File: config.mk
export PLATFORM = sky130hd
export DESIGN_NAME = node_addr_decode
export DESIGN_NICKNAME = d
export VERILOG_FILES = /design/src/hw/node_pkg.sv /design/src/hw/node_addr_decode.sv
export SDC_FILE = /design/constraint.sdc
export NUM_CORES = 1
export LEC_CHECK = 0
export ABC_AREA = 1
export BUFFER_PORTS_ARGS = -buffer_cell sky130_fd_sc_hd__buf_2
export CORE_MARGIN = 2
export CORE_UTILIZATION = 41
export DETAILED_ROUTE_END_ITERATION = 8
export GPL_ROUTABILITY_DRIVEN = 0
export GPL_TIMING_DRIVEN = 0
export PLACE_DENSITY = 0.83
export REMOVE_ABC_BUFFERS = 1
export SYNTH_ARGS = -nofsm -noshare
export SYNTH_HDL_FRONTEND = slang
export SYNTH_SLANG_ARGS = --single-unit
File: constraint.sdc
create_clock -name clk_i -period 0.9 [get_ports clk_i]
set_clock_uncertainty 0.15 [all_clocks]
set_input_delay 0.09 -clock clk_i [delete_from_list [all_inputs] [get_ports clk_i]]
set_output_delay 0.09 -clock clk_i [all_outputs]
set_load 0.02 [all_outputs]
File: src/hw/node_pkg.sv
package node_pkg;

// ============================================================
// Word and address layout
// ============================================================
localparam int DATA_W   = 32;              // Width of one data word
localparam int SEL_W    = 4;               // One select bit per byte lane
localparam int LANE_W   = DATA_W / SEL_W;  // Bits in one byte lane
localparam int REGION_W = 14;              // Address bits 31 to 18 pick the region
localparam int OFFSET_W = 18;              // Byte offset inside the region
localparam int TAG_W    = 4;               // Tag echoed back with the response
localparam int WORD_LSB = $clog2(SEL_W);   // First offset bit of the word index

// The two mapped regions, everything else is answered with an error
localparam logic [REGION_W-1:0] REGION_SHARED  = 14'd0;
localparam logic [REGION_W-1:0] REGION_SCRATCH = 14'd1;

// Memory depths in words and the matching index widths
localparam int SHARED_WORDS  = 4096;
localparam int SCRATCH_WORDS = 1024;
localparam int SHARED_AW     = $clog2(SHARED_WORDS);
localparam int SCRATCH_AW    = $clog2(SCRATCH_WORDS);

// ============================================================
// Credit flow
// ============================================================
localparam int REQ_CREDITS = 4;                        // Requester credits, also queue depth
localparam int RSP_CREDITS = 2;                        // Node credits for issuing responses
localparam int PTR_W       = $clog2(REQ_CREDITS);      // Queue slot pointer
localparam int FILL_W      = $clog2(REQ_CREDITS + 1);  // Queue occupancy from 0 to full
localparam int CREDIT_W    = $clog2(RSP_CREDITS + 1);  // Response credit count

// The same byte address read raw or split into region and offset
typedef union packed {
	logic [REGION_W+OFFSET_W-1:0] raw;
	struct packed {
		logic [REGION_W-1:0] region_field;  // Selects shared RAM, scratchpad or nothing
		logic [OFFSET_W-1:0] offset_field;  // Byte offset, low bits address the lane
	} fields;
} node_addr_u;

// Which memory a request lands in
typedef enum logic [1:0] {
	TGT_SHARED  = 2'd0,
	TGT_SCRATCH = 2'd1,
	TGT_NONE    = 2'd2  // Unmapped region
} target_e;

// Request as it enters the node
typedef struct packed {
	logic              we;     // Write when set, read otherwise
	logic [SEL_W-1:0]  sel;    // Byte lanes taking part in a write
	node_addr_u        addr;
	logic [DATA_W-1:0] wdata;
	logic [TAG_W-1:0]  tag;
} mem_req_t;

// Request after decode, carrying its target along
typedef struct packed {
	mem_req_t req;
	target_e  target;
} stage_req_t;

// Response returned to the requester
typedef struct packed {
	logic [DATA_W-1:0] rdata;  // Read word, zero for writes and errors
	logic              err;    // Set for an unmapped address
	logic [TAG_W-1:0]  tag;
} mem_rsp_t;

endpackage
File: src/hw/node_addr_decode.sv
`timescale 1ns/100ps

// First pipeline stage
// Captures the request at the edge where it is valid and maps its region field
// onto one of the memory targets
module node_addr_decode import node_pkg::*; (
	input  logic       clk_i,
	input  logic       reset_i,
	input  logic       req_valid_i,  // One-cycle request strobe
	input  mem_req_t   req_i,
	output logic       dec_valid_o,  // Decoded request present this cycle
	output stage_req_t dec_o         // Request plus its target
);

target_e target;  // Region class of the incoming address

// ============================================================
// Region decode
// ============================================================
always_comb begin
	case (req_i.addr.fields.region_field)
	REGION_SHARED:  target = TGT_SHARED;   // Shared RAM
	REGION_SCRATCH: target = TGT_SCRATCH;  // Private scratchpad
	default:        target = TGT_NONE;     // Nothing lives here, access will flag it
	endcase
end

// ============================================================
// Stage register
// ============================================================

// The valid bit is the only control state of this stage
always_ff @(posedge clk_i) begin
	if (reset_i)
		dec_valid_o <= 1'b0;
	else
		dec_valid_o <= req_valid_i;  // Exactly one cycle per request
end

// Payload is loaded only when a request arrives
always_ff @(posedge clk_i) begin
	if (req_valid_i) begin
		dec_o.req    <= req_i;
		dec_o.target <= target;
	end
end

// A write handed to the access stage always enables at least one byte lane,
// otherwise it would be acknowledged without touching memory
a_write_has_lanes: assert property (
	@(posedge clk_i) disable iff (reset_i)
	req_valid_i && req_i.we |=> (dec_o.req.sel != '0)
) else
	$error("write reached access with all byte lanes clear");

endmodule

==> flow_summary_export.csv <==
group,metric,value,unit
status,outcome,"complete, but fails checks",
status,violations,"setup timing",
yosys,synth.distinct_cells,8,
setup_path,worstPathMaxFanout,1,
yosys,syn-mean-instance-area,25.2,um2
global_routing,grt_pass1_vias,1976,
yosys,synth_area,0.00234,mm2
placement,port_buffers,151,
setup_path,max_stage_delay,0.44,ns
finish,final_cell_count_no_fill,406,
floorplanning,die_w,79.6,um
timing,slew_headroom,0.551,
clock_network,cts_tree,"yes",
setup_path,cp_num_buf_inv,1,
global_routing,track_usage,0.236,
routing,vias_per_cell,4.71,
yosys,ys_seq_area_frac,0.969,
worst_hold_path,hold_path_depth,4,
yosys,synth_cells,93,
timing,setup_viol,77,
global_routing,grt_max_degree,77,
finish,n_antenna_cell,0,
placement,place_area,0.00319,mm2
floorplanning,die_h,79.6,um
timing,max_freq,843,MHz
yosys,yosysWarnings,0,
placement,place_ws,-0.427,ns
finish,final_common_cell,"buf_2",
timing,fin_ws,-0.286,ns
floorplanning,num_io_pins,152,
power_and_ir_drop,power_leakage,0.00190,uW
clock_network,cts_buffers,9,
setup_path,crit_required,0.66,ns
power_and_ir_drop,power_density,1780,mW/mm2
floorplanning,initial_core_util,0.426,
finish,area_growth,93.0,%
setup_path,crit_arrival,0.95,ns
floorplanning,fp.dieArea,0.00634,mm2
routing,drc,0,
timing,hold_viol_final,0,
clock_network,cts.clk_slew.worst_paths,0.08,ns
setup_path,slowest_stage,"edfxtp_1",
timing,period_share,1.32,
setup_path,critPathTopFamily,"flip-flops",
clock_network,cts_max_level,3,
routing,drt-initial-drc-count,176,
placement,dpl.hpwl,3880,um
finish,drive_gt1_frac,0.500,
finish,fin_area,0.00452,mm2
timing,hold_ws,0.00177,ns
global_routing,overflow,0,
routing,avgRoutedWirePerCell,21.4,um
timing,slew_violations,0,
routing,drt_first_pass_iters,4,
worst_hold_path,holdPathEnd,"dec_o[0]",
routing,antenna_left,0,
clock_network,root_buffer,"clkbuf_8",
timing,rsz0062_at_grt,"true",
timing,period_needed,1.19,ns
clock_network,cts_buffer_depth,2,
finish,layout_common_cells,"buf_2, edfxtp_1, dlygate4sd3_1",
setup_path,cp-end-kind,"primary output",
global_routing,antenna_found_initial,0,
power_and_ir_drop,vdd_drop_max,1.13,mV
floorplanning,rows,27,
timing,worst_slew_pin_slew,0.673,ns
worst_hold_path,min_from,"req_i[56]",
setup_path,path_class,"reg -> out",
routing,drt_wl_total,8680,um
finish,nNetsFinal,405,
global_routing,grt_pass1_wl,10400,um
flow_run,cap_violations,0,
worst_hold_path,worstHoldPathType,"in -> reg",
routing,num_vias,1914,
setup_path,critPathLaunchType,"register",
clock_network,clock-sinks,76,
setup_path,path_cells,"buf_6",
placement,dp_cells,316,
yosys,synth-seq-cells,76,
floorplanning,coreArea,0.00551,mm2
-- state kept, by name (all words and copies together), names as in the netlist --
register     flops
dec_o           75
dec_valid_o      1
-- Yosys cell counts --
master	count	area (um2)
nand2_1	3	11.3
nand3_1	1	5.00
nor3_1	1	5.00
nor3_2	1	10.0
edfxtp_1	75	2250
inv_1	2	7.51
dfxtp_1	1	20.0
nor2_1	9	33.8
-- final cells by class --
cell class,instances,area [um2]
well taps,72,90.1
fillers,242,982
repair buffers,225,1920
flip-flops and latches,76,2270
clock inverters,4,26.3
multi-input cells,15,70.1
clock buffers,12,135
inverters,2,7.51
-- cell families (layout without fill, tap and decap cells) --
| kind of cell | Yosys count | count (layout) | synth area share |
|---|---|---|---|
| buffers and inverters | 2 | 243 | 0.00320 |
| DFF | 76 | 76 | 0.969 |
| and+or+nand+nor | 15 | 15 | 0.0277 |
-- report_power, final --
group          internal [uW]  leakage [uW]  switching (uW)
clock network           1000     0.0000803            1230
logic                    773       0.00108             679
registers               4200      0.000743             159
-- what timing repair did --
item                                    CTS  global route
hold buffers                             74             3
endpoints found under the hold margin    75             4
endpoints found under the setup margin  151            77
buffers inserted                          0             0
resized for setup                        42            97
pin swaps                                 0             0
-- worst max path at each step --
stage	end	slack, ns	startpoint	depth (start not counted)
global placement	dec_o[45]	-0.89	req_valid_i	1
CTS	dec_o[12]	-0.26	dec_o[12]	1
global route	dec_o[55]	-0.31	dec_o[55]	1
floorplan	dec_o[1]	0.09	req_i[63]	4
finish	dec_o[55]	-0.29	dec_o[55]	1
detailed placement	dec_o[45]	-0.43	req_valid_i	1
-- layer usage --
| layer | share of wire | vias to the layer above | routed length (um) | track usage |
|---|---|---|---|---|
| li1 | - | 830 | - | - |
| met3 | 0.091 | 12 | 794 | 0.105 |
| met1 | 0.37 | 940 | 3230 | 0.246 |
| met2 | 0.52 | 132 | 4530 | 0.408 |
| met5 | 0 | - | 0 | 0 |
| met4 | 0.015 | 0 | 131 | 0.103 |
-- metrics by stage --
stage / utilization / TNS, ns / total power (uW)
global placement: 0.579 / -67.18 / 5180
global route: 0.822 / -20.34 / 8310
CTS: 0.767 / -16.55 / 7650
detailed placement: 0.580 / -32.21 / 5210
floorplan: - / 0 / 4720
finish: 0.822 / -17.75 / 8050
Power figures use the tool's default switching activity.
