--- config.mk ---
export PLATFORM = sky130hd
export DESIGN_NAME = node_rsp_queue
export DESIGN_NICKNAME = d
export VERILOG_FILES = /design/src/hw/node_pkg.sv /design/src/hw/node_rsp_queue.sv
export SDC_FILE = /design/constraint.sdc
export NUM_CORES = 1
export LEC_CHECK = 0
export ABC_CLOCK_PERIOD_IN_PS = 2900
export CAP_MARGIN = 20
export CORE_ASPECT_RATIO = 1.25
export CORE_UTILIZATION = 27
export DETAILED_ROUTE_END_ITERATION = 8
export DONT_BUFFER_PORTS = 1
export HOLD_SLACK_MARGIN = 0.03
export PLACE_DENSITY = 0.44
export SLEW_MARGIN = 25
export SYNTH_ARGS = -nofsm -noshare
export SYNTH_HDL_FRONTEND = slang
export SYNTH_SLANG_ARGS = --single-unit
--- constraint.sdc ---
create_clock -name clk_i -period 2.9 [get_ports clk_i]
set_input_delay 0.29 -clock clk_i [delete_from_list [all_inputs] [get_ports clk_i]]
set_output_delay 0.29 -clock clk_i [all_outputs]
set_load 0.02 [all_outputs]
--- src/hw/node_pkg.sv ---
package node_pkg;

// ============================================================
// Word and address layout
// ============================================================
localparam int DATA_W   = 32;              // Width of one data word
localparam int SEL_W    = 4;               // One select bit per byte lane
localparam int LANE_W   = DATA_W / SEL_W;  // Bits in one byte lane
localparam int REGION_W = 14;              // Address bits 31 to 18 pick the region
localparam int OFFSET_W = 18;              // Byte offset inside the region
localparam int TAG_W    = 4;               // Tag echoed back with the response
localparam int WORD_LSB = $clog2(SEL_W);   // First offset bit of the word index

// The two mapped regions, everything else is answered with an error
localparam logic [REGION_W-1:0] REGION_SHARED  = 14'd0;
localparam logic [REGION_W-1:0] REGION_SCRATCH = 14'd1;

// Memory depths in words and the matching index widths
localparam int SHARED_WORDS  = 4096;
localparam int SCRATCH_WORDS = 1024;
localparam int SHARED_AW     = $clog2(SHARED_WORDS);
localparam int SCRATCH_AW    = $clog2(SCRATCH_WORDS);

// ============================================================
// Credit flow
// ============================================================
localparam int REQ_CREDITS = 4;                        // Requester credits, also queue depth
localparam int RSP_CREDITS = 2;                        // Node credits for issuing responses
localparam int PTR_W       = $clog2(REQ_CREDITS);      // Queue slot pointer
localparam int FILL_W      = $clog2(REQ_CREDITS + 1);  // Queue occupancy from 0 to full
localparam int CREDIT_W    = $clog2(RSP_CREDITS + 1);  // Response credit count

// The same byte address read raw or split into region and offset
typedef union packed {
	logic [REGION_W+OFFSET_W-1:0] raw;
	struct packed {
		logic [REGION_W-1:0] region_field;  // Selects shared RAM, scratchpad or nothing
		logic [OFFSET_W-1:0] offset_field;  // Byte offset, low bits address the lane
	} fields;
} node_addr_u;

// Which memory a request lands in
typedef enum logic [1:0] {
	TGT_SHARED  = 2'd0,
	TGT_SCRATCH = 2'd1,
	TGT_NONE    = 2'd2  // Unmapped region
} target_e;

// Request as it enters the node
typedef struct packed {
	logic              we;     // Write when set, read otherwise
	logic [SEL_W-1:0]  sel;    // Byte lanes taking part in a write
	node_addr_u        addr;
	logic [DATA_W-1:0] wdata;
	logic [TAG_W-1:0]  tag;
} mem_req_t;

// Request after decode, carrying its target along
typedef struct packed {
	mem_req_t req;
	target_e  target;
} stage_req_t;

// Response returned to the requester
typedef struct packed {
	logic [DATA_W-1:0] rdata;  // Read word, zero for writes and errors
	logic              err;    // Set for an unmapped address
	logic [TAG_W-1:0]  tag;
} mem_rsp_t;

endpackage
--- src/hw/node_rsp_queue.sv ---
`timescale 1ns/100ps

// Third pipeline stage
// In-order response FIFO, deep enough for every request credit
// The head goes out while the node holds a response credit, and each
// response issued hands one request credit back to the requester
module node_rsp_queue import node_pkg::*; (
	input  logic     clk_i,
	input  logic     reset_i,
	input  logic     acc_valid_i,   // Push strobe from the access stage
	input  mem_rsp_t acc_i,
	output logic     rsp_valid_o,   // Head is issued this cycle
	output mem_rsp_t rsp_o,
	input  logic     rsp_credit_i,  // Consumer hands back one response credit
	output logic     req_credit_o   // One request credit back to the requester
);

mem_rsp_t            slot_q [REQ_CREDITS];  // Response storage
logic [PTR_W-1:0]    wr_ptr_q;              // Next slot to fill
logic [PTR_W-1:0]    rd_ptr_q;              // Current head
logic [FILL_W-1:0]   fill_q;                // Responses waiting
logic [CREDIT_W-1:0] credit_q;              // Response credits held by the node
logic                issue;                 // Head leaves at the next edge

// ============================================================
// Issue decision
// ============================================================
assign issue        = (fill_q != '0) && (credit_q != '0);
assign rsp_valid_o  = issue;
assign rsp_o        = slot_q[rd_ptr_q];     // Head is shown even while it waits
assign req_credit_o = issue;                // Same cycle as the response

// ============================================================
// Storage
// ============================================================
always_ff @(posedge clk_i) begin
	if (acc_valid_i)
		slot_q[wr_ptr_q] <= acc_i;
end

// ============================================================
// Pointers, fill level and response credits
// ============================================================
always_ff @(posedge clk_i) begin
	if (reset_i) begin
		wr_ptr_q <= '0;
		rd_ptr_q <= '0;
		fill_q   <= '0;
		credit_q <= CREDIT_W'(RSP_CREDITS);  // Node starts with all response credits
	end else begin
		if (acc_valid_i)
			wr_ptr_q <= wr_ptr_q + 1'b1;  // Depth is a power of two, pointer wraps itself
		if (issue)
			rd_ptr_q <= rd_ptr_q + 1'b1;
		case ({acc_valid_i, issue})
		2'b10:   fill_q <= fill_q + 1'b1;
		2'b01:   fill_q <= fill_q - 1'b1;
		default: fill_q <= fill_q;  // Push and pop together leave the level alone
		endcase
		// A credit may come back in the same cycle one is spent
		credit_q <= credit_q - CREDIT_W'(issue) + CREDIT_W'(rsp_credit_i);
	end
end

// ============================================================
// Checks
// ============================================================

// Request credits upstream keep the queue from ever overflowing
a_no_push_when_full: assert property (
	@(posedge clk_i) disable iff (reset_i)
	(fill_q == FILL_W'(REQ_CREDITS)) |-> !acc_valid_i
) else
	$error("response pushed into a full queue");

// The consumer never returns more credits than it was given
a_credit_bound: assert property (
	@(posedge clk_i) disable iff (reset_i)
	credit_q <= CREDIT_W'(RSP_CREDITS)
) else
	$error("response credit count above its reset value");

endmodule

==> results.md <==
- Final cell count without fillers: 598
- Most area-consuming cells after synthesis: edfxtp_1 (75%), mux4_2 (11%), dfxtp_1 (3.7%), mux4_1 (3.1%), ha_1 (1.5%)
- Detailed-route DRC error count: 0
- Worst-case hold path end point: credit_q[0]$_SDFF_PP0_
- Largest net degree at the start of global routing: 30
- Number of antenna-violating nets in the routed design: 0
- Total GRT Usage: 10.6%
- Post-Synthesis Mean Instance Area: 24.0 sq um
- Total of warnings raised by yosys: 0
- Critical path class: flip-flop to output pin
- Clock tree from TritonCTS: done
- Number of placement rows: 60
- Number of enable flip-flop cells after synthesis: roughly 150
- Final routed wire length divided by cell count: 18.7 microns
- Clock Tree Root: clkbuf_16
- Share of the clock period used by the worst path after layout: 81.7%
- Unrepaired setup endpoints after global routing: no
- Synth-to-layout area growth: 22.1%
- Result of the run: finished clean
- Initial DRT Pass Iterations: 4
- Most instantiated cells after synthesis: edfxtp_1 (148), mux4_2 (30), dfxtp_1 (11)
- Launch point of the worst reg-to-reg path: fill_q[0]$_SDFFE_PP0P_
- Top_reg_cell synth: edfxtp_1
- Number of nets produced by synthesis: between 200 and 300
- Max-slew headroom: between 40% and 50%
- Filler cell count: 2025
- Port-buffer cells: 0
- Post-Route Skew: 9.22 ps
- Library cell occupying the most area in the post-synthesis netlist: edfxtp_1
- Hold Path Stages: 2
- Worst-case reg-to-reg path depth: 6
- Total I/O pin count: 80
- Post-CTS clock slew at the launch and capture registers of the worst setup and hold paths: 70 ps
- Endpoints failing setup: 0
- Horiz. Die Dim: between 100 and 150 microns
- Required time reported for the critical path endpoint: between 2000 and 3000 ps
- Antenna diodes: 0
- Async set-reset flop share out of synthesis: 0%
- Share of the yosys chip area belonging to registers: 78.6%
- Clock buffers created by TritonCTS: 17
- Slew Viols, Final: 0
- Count of routing violations after the opening detailed-route iteration: 101
- Clk sinks: 159
- Clock latency of the later-clocked register in the worst-skew pair: 420 ps
- Leading cell type by number of instances after synthesis: edfxtp_1
- Maximum number of buffers from clock root to sink: 2
- Synthesized area: 5940 sq um
- Number of nets at the end of the flow: 355
- Final critical path time including I/O delays and setup: 2370 ps
- Leak pwr: around 2.3 nW
- First-pass GRT wire length: between 15 and 20 mm
- Count of distinct cell types in the synthesized netlist: 25
- Peak Freq: 422 MHz
- Arrival time worst endpoint: about 2100 ps
- Instance count of the mapped netlist: 247
- Design Power: 6.09 mW
- Global route total overflow: 0
- Maximum level of the CTS H-tree: 4
- Total power per unit cell area: 840 nW/um^2
- Endpoint of the most critical register-to-register path: fill_q[2]$_SDFFE_PP0P_
- Share of Yosys cell area claimed by the top area cell type: roughly 75%
- Startpoint of the tightest hold check path: rsp_credit_i
- Kind of start point of the critical path: flip-flop
- Routed wire length: 11.2 mm
- Via count of the first global-routing pass: between 2000 and 3000
- Vert. Die Dim: 168 microns
- Tightest Pin Transition: between 700 and 800 ps
- Placer congestion estimate: 0.633
- Post-detailed-route via-to-cell ratio: roughly 4.3
- Worst-case vdd ir drop: roughly 0.53 mV
- Worst reg2reg setup slack: 910 ps
- Setup TNS: 0 ps
- Min-delay worst type: primary input to flip-flop
- Fraction of layout instances using a drive strength above 1: 25.1%
- Die area: ~23000 sq um
- Hold violation total from the final report: 0
- Maximum Capacitance Violations: 0
- Initial standard-cell utilization of the core: around 28%
- Total instance count after detailed placement: 527
- Kind of end point of the critical path: output pin
- Number of antenna violations at the first check in global routing: 1
- Vias after detailed routing: 2565
- Final HPWL from detailed placement: 6.67 mm
- Register bit total from synthesis: 159
- Largest fanout on the critical path: 29
- Core region area: approximately 22000 sq um
==> state kept, by name (all words and copies together) (netlist names), named ones only <==
signal,cells
slot_q,148
fill_q,3
credit_q,2
rd_ptr_q,2
wr_ptr_q,2
==> how the worst max path moves through the flow <==
stage	cells past startpoint	slack (ps)	from	to
finish	2	530	flip-flop	rsp_o[27]
global route	2	370	flip-flop	rsp_o[14]
CTS	2	420	flip-flop	rsp_o[14]
detailed placement	2	890	flip-flop	rsp_o[14]
global placement	2	920	flip-flop	rsp_o[15]
floorplan	6	820	fill_q[0]$_SDFFE_PP0P_	fill_q[2]$_SDFFE_PP0P_
==> per-stage QoR <==
stage	area, sq um	utilization, %	hold WS (ps)	setup WS, ps
after global routing	7250	33.6	100	373
after floorplan	5940	-	389	823
after detailed placement	6300	29.2	356	891
after CTS	7250	33.6	86.3	422
final	7250	33.6	107	530
after global placement	6300	29.2	356	918
==> cell type report <==
cell class | count | area [sq um] | share of cell area, %
multi-input cells | 73 | 1150 | 15.9
clock inverters | 15 | 133 | 1.83
repair buffers | 50 | 498 | 6.87
well taps | 279 | 349 | 4.82
flip-flops and latches | 159 | 4670 | 64.4
inverters | 5 | 18.8 | 0.259
clock buffers | 17 | 425 | 5.87
==> layer usage <==
layer | track usage [%] | wire length [microns]
met2 | 17.9 | 5820
met3 | 3.79 | 531
met4 | 4.40 | 171
met5 | 0 | 13
met1 | 12.1 | 4630
==> power breakdown <==
group	switching [mW]	internal [mW]	leakage (nW)
Sequential	0.179	2.66	1.45
Clock	0.954	1.12	0.261
Combinational	0.652	0.519	0.607
==> kinds of logic after synthesis <==
kind of cell               synth area share [%]
DFF                                        78.6
muxes                                      14.8
buffers and inverters                      2.04
and+or+nand+nor                            1.29
adders and majority gates                  1.81
xor gates and xnor gates                  0.885
AOI/OAI and AO/OA                         0.569
==> worst max-delay path, cell delays in order (launching register included) <==
cell and delay [ps]:
dfxtp_4 760, buf_4 290, mux4_2 590
==> cell usage in the layout, fill, tap and decap left out, types with 2 or more instances in the layout <==
cell / n
and2_2: 4
buf_12: 2
nand2b_1: 2
dlygate4sd3_1: 39
inv_1: 5
xnor2_1: 4
clkinv_4: 5
edfxtp_1: 148
buf_4: 9
inv_6: 3
xor2_1: 2
nor2_1: 7
clkbuf_16: 17
mux4_2: 30
mux4_1: 7
a21oi_1: 2
mux2i_1: 2
clkinvlp_4: 4
dfxtp_1: 9
ha_1: 7
==> timing repair <==
item                                    in CTS  in global routing
setup buffers                                0                  0
hold endpoints to repair                   157                  0
endpoints found under the setup margin       0                  0
hold buffers                                39                  0
gates resized for setup                      0                  0
(Power assumes the default switching activity.)
